==> src/rtl/ahb_pkg.sv <==
// AHB-Lite protocol types shared by the sub-decoder datapath and the testbench
`default_nettype none

package ahb_pkg;

  // ~~~~~~~~~~~~~~~~~~~~~~~~~~~~~~
  // bus widths
  // ~~~~~~~~~~~~~~~~~~~~~~~~~~~~~~
  localparam int HADDR_W = 32;
  localparam int HDATA_W = 32;
  localparam int HSIZE_W = 3;

  typedef logic [HADDR_W-1:0] haddr_t;
  typedef logic [HDATA_W-1:0] hdata_t;
  typedef logic [HSIZE_W-1:0] hsize_t;

  // ~~~~~~~~~~~~~~~~~~~~~~~~~~~~~~
  // protocol encodings
  // ~~~~~~~~~~~~~~~~~~~~~~~~~~~~~~
  typedef enum logic [1:0] {
    IDLE   = 2'b00,
    BUSY   = 2'b01,
    NONSEQ = 2'b10,
    SEQ    = 2'b11
  } htrans_e;

  typedef enum logic [1:0] {
    OKAY  = 2'b00,
    ERROR = 2'b01,
    RETRY = 2'b10,
    SPLIT = 2'b11
  } hresp_e;

  // sequencer states
  // ST_CMD: command parked, waiting on the target slave
  // ST_DATA: data phase running on the active slave
  typedef enum logic [1:0] {
    ST_IDLE = 2'b00,
    ST_CMD  = 2'b01,
    ST_DATA = 2'b10
  } seq_state_e;

endpackage

`default_nettype wire
==> src/rtl/addr_map_pkg.sv <==
// slave address map of the sub-decoder, one inclusive region per slave port
`default_nettype none

package addr_map_pkg;
  import ahb_pkg::*;

  localparam int MAX_SLAVES = 6;

  typedef logic [2:0] slave_idx_t;

  // ~~~~~~~~~~~~~~~~~~~~~~~~~~~~~~
  // region table, slave i owns entry i
  // ~~~~~~~~~~~~~~~~~~~~~~~~~~~~~~
  localparam haddr_t REGION_BASE [MAX_SLAVES] = '{
    32'h4020_0000,
    32'h4030_0000,
    32'h5000_0000,
    32'h6000_0000,
    32'h7000_0000,
    32'h7800_0000
  };

  // limits are inclusive
  localparam haddr_t REGION_LIMIT [MAX_SLAVES] = '{
    32'h4020_0FFF,
    32'h403F_FFFF,
    32'h5004_FFFF,
    32'h6004_FFFF,
    32'h77FF_FFFF,
    32'h7FFF_FFFF
  };

endpackage

`default_nettype wire

==> src/rtl/ahb_cmd_if.sv <==
// address-phase command with valid/ready, links decoder, hold register and sequencer
`default_nettype none

interface ahb_cmd_if
  import ahb_pkg::*, addr_map_pkg::*;
();

  logic       valid;
  logic       ready;
  slave_idx_t slave;
  haddr_t     addr;
  logic       write;
  hsize_t     size;

  // producer side
  modport src (output valid, slave, addr, write, size, input ready);

  // consumer side
  modport dst (input valid, slave, addr, write, size, output ready);

endinterface

`default_nettype wire

==> src/rtl/ahb_sub_decoder.sv <==
// AHB-Lite sub-decoder top, fans one master port out to NUM_SLAVES address regions
`default_nettype none

module ahb_sub_decoder
  import ahb_pkg::*, addr_map_pkg::*;
#(
  parameter int NUM_SLAVES = MAX_SLAVES
) (
  input  logic                    hclk,
  input  logic                    hresetn,
  // master side
  input  haddr_t                  m_haddr,
  input  htrans_e                 m_htrans,
  input  logic                    m_hwrite,
  input  hsize_t                  m_hsize,
  input  hdata_t                  m_hwdata,
  output logic                    m_hready,
  output hdata_t                  m_hrdata,
  output hresp_e                  m_hresp,
  // slave side
  output haddr_t                  s_haddr,
  output logic                    s_hwrite,
  output hsize_t                  s_hsize,
  output htrans_e                 s_htrans,
  output logic   [NUM_SLAVES-1:0] s_hsel,
  output hdata_t                  s_hwdata,
  input  logic   [NUM_SLAVES-1:0] s_hready,
  input  hdata_t [NUM_SLAVES-1:0] s_hrdata,
  input  hresp_e [NUM_SLAVES-1:0] s_hresp
);

  ahb_cmd_if dec_cmd ();
  ahb_cmd_if seq_cmd ();

  addr_decoder #(.NUM_SLAVES(NUM_SLAVES)) u_addr_decoder (
    .m_haddr  (m_haddr),
    .m_htrans (m_htrans),
    .m_hwrite (m_hwrite),
    .m_hsize  (m_hsize),
    .m_hready (m_hready),
    .src      (dec_cmd.src)
  );

  cmd_hold #(.NUM_SLAVES(NUM_SLAVES)) u_cmd_hold (
    .hclk    (hclk),
    .hresetn (hresetn),
    .dst     (dec_cmd.dst),
    .src     (seq_cmd.src)
  );

  phase_sequencer #(.NUM_SLAVES(NUM_SLAVES)) u_phase_sequencer (
    .hclk     (hclk),
    .hresetn  (hresetn),
    .m_hwdata (m_hwdata),
    .dst      (seq_cmd.dst),
    .s_hready (s_hready),
    .s_hrdata (s_hrdata),
    .s_hresp  (s_hresp),
    .s_haddr  (s_haddr),
    .s_hwrite (s_hwrite),
    .s_hsize  (s_hsize),
    .s_htrans (s_htrans),
    .s_hsel   (s_hsel),
    .s_hwdata (s_hwdata),
    .m_hready (m_hready),
    .m_hrdata (m_hrdata),
    .m_hresp  (m_hresp)
  );

endmodule

`default_nettype wire

==> src/rtl/phase_sequencer.sv <==
// drives the slave address phase, tracks the data phase and returns the response
`default_nettype none

module phase_sequencer
  import ahb_pkg::*, addr_map_pkg::*;
#(
  parameter int NUM_SLAVES = MAX_SLAVES
) (
  input  logic                            hclk,
  input  logic                            hresetn,
  input  hdata_t                          m_hwdata,
  ahb_cmd_if.dst                          dst,
  input  logic   [NUM_SLAVES-1:0]         s_hready,
  input  hdata_t [NUM_SLAVES-1:0]         s_hrdata,
  input  hresp_e [NUM_SLAVES-1:0]         s_hresp,
  output haddr_t                          s_haddr,
  output logic                            s_hwrite,
  output hsize_t                          s_hsize,
  output htrans_e                         s_htrans,
  output logic   [NUM_SLAVES-1:0]         s_hsel,
  output hdata_t                          s_hwdata,
  output logic                            m_hready,
  output hdata_t                          m_hrdata,
  output hresp_e                          m_hresp
);

  seq_state_e state;
  seq_state_e state_nxt;
  slave_idx_t act_slave;
  logic       in_data;
  logic       pipe_free;
  logic       cmd_go;

  assign in_data = (state == ST_DATA);

  // no data phase left in flight after this cycle
  assign pipe_free = !in_data || s_hready[act_slave];

  assign dst.ready = pipe_free && s_hready[dst.slave];
  assign cmd_go    = dst.valid && dst.ready;

  // ~~~~~~~~~~~~~~~~~~~~~~~~~~~~~~
  // state machine
  // ~~~~~~~~~~~~~~~~~~~~~~~~~~~~~~
  always_comb begin
    state_nxt = state;
    if (pipe_free) begin
      if (cmd_go) begin
        state_nxt = ST_DATA;
      end else if (dst.valid) begin
        state_nxt = ST_CMD;
      end else begin
        state_nxt = ST_IDLE;
      end
    end
  end

  always_ff @(posedge hclk or negedge hresetn) begin
    if (!hresetn) begin
      state     <= ST_IDLE;
      act_slave <= '0;
    end else begin
      state <= state_nxt;
      if (cmd_go) begin
        act_slave <= dst.slave;
      end
    end
  end

  // slave address phase, shared bus plus one-hot select
  assign s_haddr  = dst.addr;
  assign s_hwrite = dst.write;
  assign s_hsize  = dst.size;
  assign s_htrans = dst.valid ? NONSEQ : IDLE;

  always_comb begin
    for (int i = 0; i < NUM_SLAVES; i++) begin
      s_hsel[i] = dst.valid && (dst.slave == slave_idx_t'(i));
    end
  end

  // ~~~~~~~~~~~~~~~~~~~~~~~~~~~~~~
  // data phase muxing
  // ~~~~~~~~~~~~~~~~~~~~~~~~~~~~~~
  assign s_hwdata = in_data ? m_hwdata : '0;
  assign m_hrdata = in_data ? s_hrdata[act_slave] : '0;
  assign m_hresp  = in_data ? s_hresp[act_slave] : OKAY;

  // master stalls while a command is parked
  always_comb begin
    case (state)
      ST_IDLE: m_hready = 1'b1;
      ST_CMD:  m_hready = 1'b0;
      ST_DATA: m_hready = s_hready[act_slave];
      default: m_hready = 1'b1;
    endcase
  end

endmodule

`default_nettype wire

==> src/rtl/cmd_hold.sv <==
// one-entry command register that passes a command straight on or parks it for a busy slave
`default_nettype none

module cmd_hold
  import ahb_pkg::*, addr_map_pkg::*;
#(
  parameter int NUM_SLAVES = MAX_SLAVES
) (
  input  logic   hclk,
  input  logic   hresetn,
  ahb_cmd_if.dst dst,
  ahb_cmd_if.src src
);

  logic       full;
  logic       load;
  slave_idx_t held_slave;
  haddr_t     held_addr;
  logic       held_write;
  hsize_t     held_size;

  // ~~~~~~~~~~~~~~~~~~~~~~~~~~~~~~
  // output side with the held copy first
  // ~~~~~~~~~~~~~~~~~~~~~~~~~~~~~~
  assign src.valid = full || dst.valid;
  assign src.slave = full ? held_slave : dst.slave;
  assign src.addr  = full ? held_addr  : dst.addr;
  assign src.write = full ? held_write : dst.write;
  assign src.size  = full ? held_size  : dst.size;

  assign dst.ready = !full || src.ready;

  // capture whatever arrives and cannot go out this cycle
  assign load = dst.valid && dst.ready && (full || !src.ready);

  always_ff @(posedge hclk or negedge hresetn) begin
    if (!hresetn) begin
      full <= 1'b0;
    end else if (load) begin
      full <= 1'b1;
    end else if (src.ready) begin
      full <= 1'b0;
    end
  end

  always_ff @(posedge hclk) begin
    if (load) begin
      held_slave <= dst.slave;
      held_addr  <= dst.addr;
      held_write <= dst.write;
      held_size  <= dst.size;
    end
  end

endmodule

`default_nettype wire

==> src/rtl/addr_decoder.sv <==
// decodes the master address phase into a command naming the target slave
`default_nettype none

module addr_decoder
  import ahb_pkg::*, addr_map_pkg::*;
#(
  parameter int NUM_SLAVES = MAX_SLAVES
) (
  input  haddr_t  m_haddr,
  input  htrans_e m_htrans,
  input  logic    m_hwrite,
  input  hsize_t  m_hsize,
  input  logic    m_hready,
  ahb_cmd_if.src  src
);

  logic       hit;
  slave_idx_t hit_idx;
  logic       active_trans;

  // walk down so the lowest matching region is the one left standing
  always_comb begin
    hit     = 1'b0;
    hit_idx = '0;
    for (int i = NUM_SLAVES - 1; i >= 0; i--) begin
      if ((m_haddr >= REGION_BASE[i]) && (m_haddr <= REGION_LIMIT[i])) begin
        hit     = 1'b1;
        hit_idx = slave_idx_t'(i);
      end
    end
  end

  // IDLE and BUSY carry nothing to route
  assign active_trans = (m_htrans == NONSEQ) || (m_htrans == SEQ);

  assign src.valid = hit && active_trans && m_hready;
  assign src.slave = hit_idx;
  assign src.addr  = m_haddr;
  assign src.write = m_hwrite;
  assign src.size  = m_hsize;

endmodule

`default_nettype wire

==> config.mk <==
export PLATFORM = sky130hd
export DESIGN_NAME = ahb_sub_decoder
export DESIGN_NICKNAME = d
export VERILOG_FILES = /design/src/rtl/ahb_pkg.sv /design/src/rtl/addr_map_pkg.sv /design/src/rtl/ahb_cmd_if.sv /design/src/rtl/ahb_sub_decoder.sv /design/src/rtl/phase_sequencer.sv /design/src/rtl/cmd_hold.sv /design/src/rtl/addr_decoder.sv
export SDC_FILE = /design/constraint.sdc
export NUM_CORES = 1
export LEC_CHECK = 0
export BUFFER_PORTS_ARGS = -buffer_cell sky130_fd_sc_hd__buf_2
export CORE_AREA = 4 4 152 154
export DETAILED_ROUTE_END_ITERATION = 6
export DIE_AREA = 0 0 156 158
export GPL_TIMING_DRIVEN = 0
export PLACE_DENSITY = 0.59
export SYNTH_ARGS = -nofsm -noshare
export SYNTH_HDL_FRONTEND = slang
export SYNTH_SLANG_ARGS = --single-unit
==> constraint.sdc <==
create_clock -name hclk -period 9.79 [get_ports hclk]
set_input_delay 0.979 -clock hclk [delete_from_list [all_inputs] [get_ports hclk]]
set_output_delay 0.979 -clock hclk [all_outputs]
set_load 0.005 [all_outputs]
==> flow_metrics.py <==
metrics = {
    "run_status": {
        "status": "finished, final reports clean",
    },
    "final_layout": {
        "area_growth_pct": 57.07,
        "fin_nets": 1058,
        "final_area_um2": 6812,
        "multi_input_area_um2": 2831,
        "n_fill_cell": 2307,
        "seqCellArea_um2": 1321,
        "drive_gt1_frac": 0.6860,
    },
    "yosys": {
        "synth.top_cell.area_share": 0.2701,
        "synth_edf_count": 39,
        "synth_area_um2": 4337,
        "synth_flop_cell": "edfxtp_1",
        "ys_types": 61,
        "synth-warning-count": 0,
        "synth_nets": 660,
        "synthTopCellsByCount": "70 x mux2_2, 45 x nor2_1, 39 x edfxtp_1",
        "yosys.area.top_type": "edfxtp_1",
        "ys_ff_latch": 45,
        "synth_async_sr_flop_share": 0.1333,
        "synth_seq_area_share": 0.3047,
        "syn_inst": 378,
        "synth_most_common_cell": "mux2_2",
        "synth.avg_cell_area_um2": 11.47,
        "synthTopCellsByArea": "edfxtp_1 27%, mux2_2 18%, mux4_2 18%",
    },
    "worst_setup_path": {
        "startpoint_type": "input port",
        "crit_chain": "buf_2, or4_4, a2111oi_2, nor3b_2, o2111ai_1, nor2_2, or2_1, nand2_1, nor3_1, buf_2",
        "crit_type": "in2out",
        "cpMaxStageDelayCell": "or4_4",
        "crit_top_cell": "buf_2",
        "endpoint_kind": "primary output",
        "crit_fanout": 5,
        "max_stage_delay_ns": 0.57,
        "r2r_start": "u_phase_sequencer.act_slave[0]",
        "crit_family": "simple AND/OR/NAND/NOR gates",
        "critical_path_buf_inv_count": 2,
        "crit_required_ns": 8.81,
        "ff2ff_setup_slack_ns": 6.74,
        "arrival_ns": 3.36,
        "r2r_end": "u_cmd_hold.held_slave[0]",
        "r2r_cells": 8,
    },
    "power_and_ir_drop": {
        "power_density_nw_per_um2": 77.01,
        "leakage_nw": 3.198,
        "peakVddDrop_mv": 0.08496,
    },
    "floorplan": {
        "die_y_um": 158,
        "row_count": 54,
        "design.core.area_um2": 21690,
        "ios": 393,
        "initial_utilization": 0.2000,
        "dieArea_um2": 24650,
        "die_x_um": 156,
    },
    "drt": {
        "totalWireLength_um": 20520,
        "avgRoutedWirePerCell_um": 19.37,
        "via_per_inst": 4.597,
        "drt_iter0_drc": 350,
        "ant_nets": 0,
        "firstDrtPassIters": 5,
        "vias": 4868,
        "drc_errors": 0,
    },
    "timing": {
        "worst_slew_pin_slew_ns": 1.028,
        "skew_ns": 0.01263,
        "rsz0062_at_grt": "false",
        "finalSetupViolCount": 0,
        "setup_tns_ns": 0,
        "max_freq_ghz": 0.2305,
        "setup_slack_ns": 5.451,
        "max_slew_margin": 0.3149,
        "fin_crit_ns": 4.339,
        "slew_viol_final": 0,
        "hold_violations": 0,
        "whs_ns": 0.5192,
        "post-route-period-util": 0.4432,
    },
    "grt": {
        "antenna_found_initial": 6,
        "global_route.usage.total": 0.1476,
        "grt_pass1_vias": 4719,
        "grt_overflow": 0,
        "grt_pass1_wl_um": 28150,
        "grt_start_max_net_pins": 30,
    },
    "place": {
        "dpl-instance-area_um2": 6660,
        "routabilityCongestion": 0.8319,
        "place_hpwl_um": 17740,
        "pre_cts_slack_ns": 5.440,
        "io_buffer_count": 390,
    },
    "clocking": {
        "clockRootBuffer": "clkbuf_16",
        "numCtsBuffers": 5,
        "postCtsHoldBufs": 0,
        "insertion_delay_ns": 0.29,
        "clk_path_buf_depth": 2,
        "cts_resized": 0,
        "htreeDepth": 2,
        "clock_sinks": 45,
        "path_clk_slew_ns": 0.06,
        "post_cts_buffers": 0,
        "cts_tree": "built",
    },
    "flow_run": {
        "maxCapViolCount": 0,
    },
    "worst_hold_path": {
        "worstHoldPathType": "in2async",
    },
}
## where the power goes
part,total (W),internal [W],switching (W)
registers,0.000210,0.000209,0.000000636
logic,0.000147,0.0000825,0.0000643
clock network,0.000168,0.0000950,0.0000731
## worst max path at each step
stage                           start                  endpoint  slack (ns)  cells after the start
after floorplan           m_haddr[24]   u_cmd_hold.held_addr[0]        5.55                      8
after global placement    m_haddr[19]  u_cmd_hold.held_addr[23]        4.79                      9
after detailed placement  m_haddr[19]                 s_hsel[5]        5.44                     10
after CTS                 m_haddr[19]                 s_hsel[5]        5.44                     10
after global routing      m_haddr[19]                 s_hsel[4]        5.29                     10
final                     m_haddr[19]                 s_hsel[5]        5.45                     10
## logic make-up (layout without fill, tap and decap cells)
family | count (synthesis) | in the layout | share of synthesized area
simple gates | 126 | 126 | 0.1607
buf+inv | 37 | 436 | 0.04270
compound gates | 56 | 56 | 0.1047
mux | 111 | 111 | 0.3823
flops | 45 | 45 | 0.3047
other cells | 1 | 3 | 0.0008647
xor+xnor | 2 | 2 | 0.004040
## registers in the layout (all words and copies together) (netlist names)
signal / cells
u_cmd_hold.held_write: 1
u_cmd_hold.held_addr: 32
u_phase_sequencer.act_slave: 3
u_cmd_hold.held_size: 3
u_phase_sequencer.state: 2
u_cmd_hold.full: 1
u_cmd_hold.held_slave: 3
## area by class of cell
cell class | instances | share of cell area
Antenna cell | 2 | 0.0007348
Buffer | 33 | 0.02498
Clock buffer | 5 | 0.01837
Clock inverter | 3 | 0.003123
Inverter | 4 | 0.002204
Multi-Input combinational cell | 296 | 0.4157
Sequential cell | 45 | 0.1940
Tap cell | 280 | 0.05143
Timing Repair Buffer | 391 | 0.2895
## stage by stage
step | total power (W) | std cells | util
6_report | 0.0005246 | 1059 | 0.3141
5_1_grt | 0.0005518 | 1058 | 0.3139
4_1_cts | 0.0005293 | 1057 | 0.3138
3_5_place_dp | 0.0003606 | 1049 | 0.3071
3_3_place_gp | 0.0003571 | 1048 | 0.3061
2_1_floorplan | 0.0002752 | 378 | -
## metal layers
layer	global-route usage	vias up	part of all wire
met4	0.02668	6	0.015
met2	0.2704	264	0.53
met1	0.1760	2306	0.37
met5	0	-	0.0019
met3	0.03745	28	0.089
li1	-	2264	-
## cell usage in the layout (no fill, tap or decap), drive strengths merged, types with 5 or more instances in the layout
| cell type | n |
|---|---|
| edfxtp | 39 |
| clkbuf | 27 |
| mux2i | 5 |
| and2 | 35 |
| nand2 | 10 |
| nand3 | 5 |
| nor2 | 46 |
| buf | 401 |
| inv | 5 |
| nor3 | 5 |
| dfrtp | 6 |
| mux2 | 71 |
| a22oi | 36 |
| mux4 | 35 |
Power figures use the tool's default switching activity.
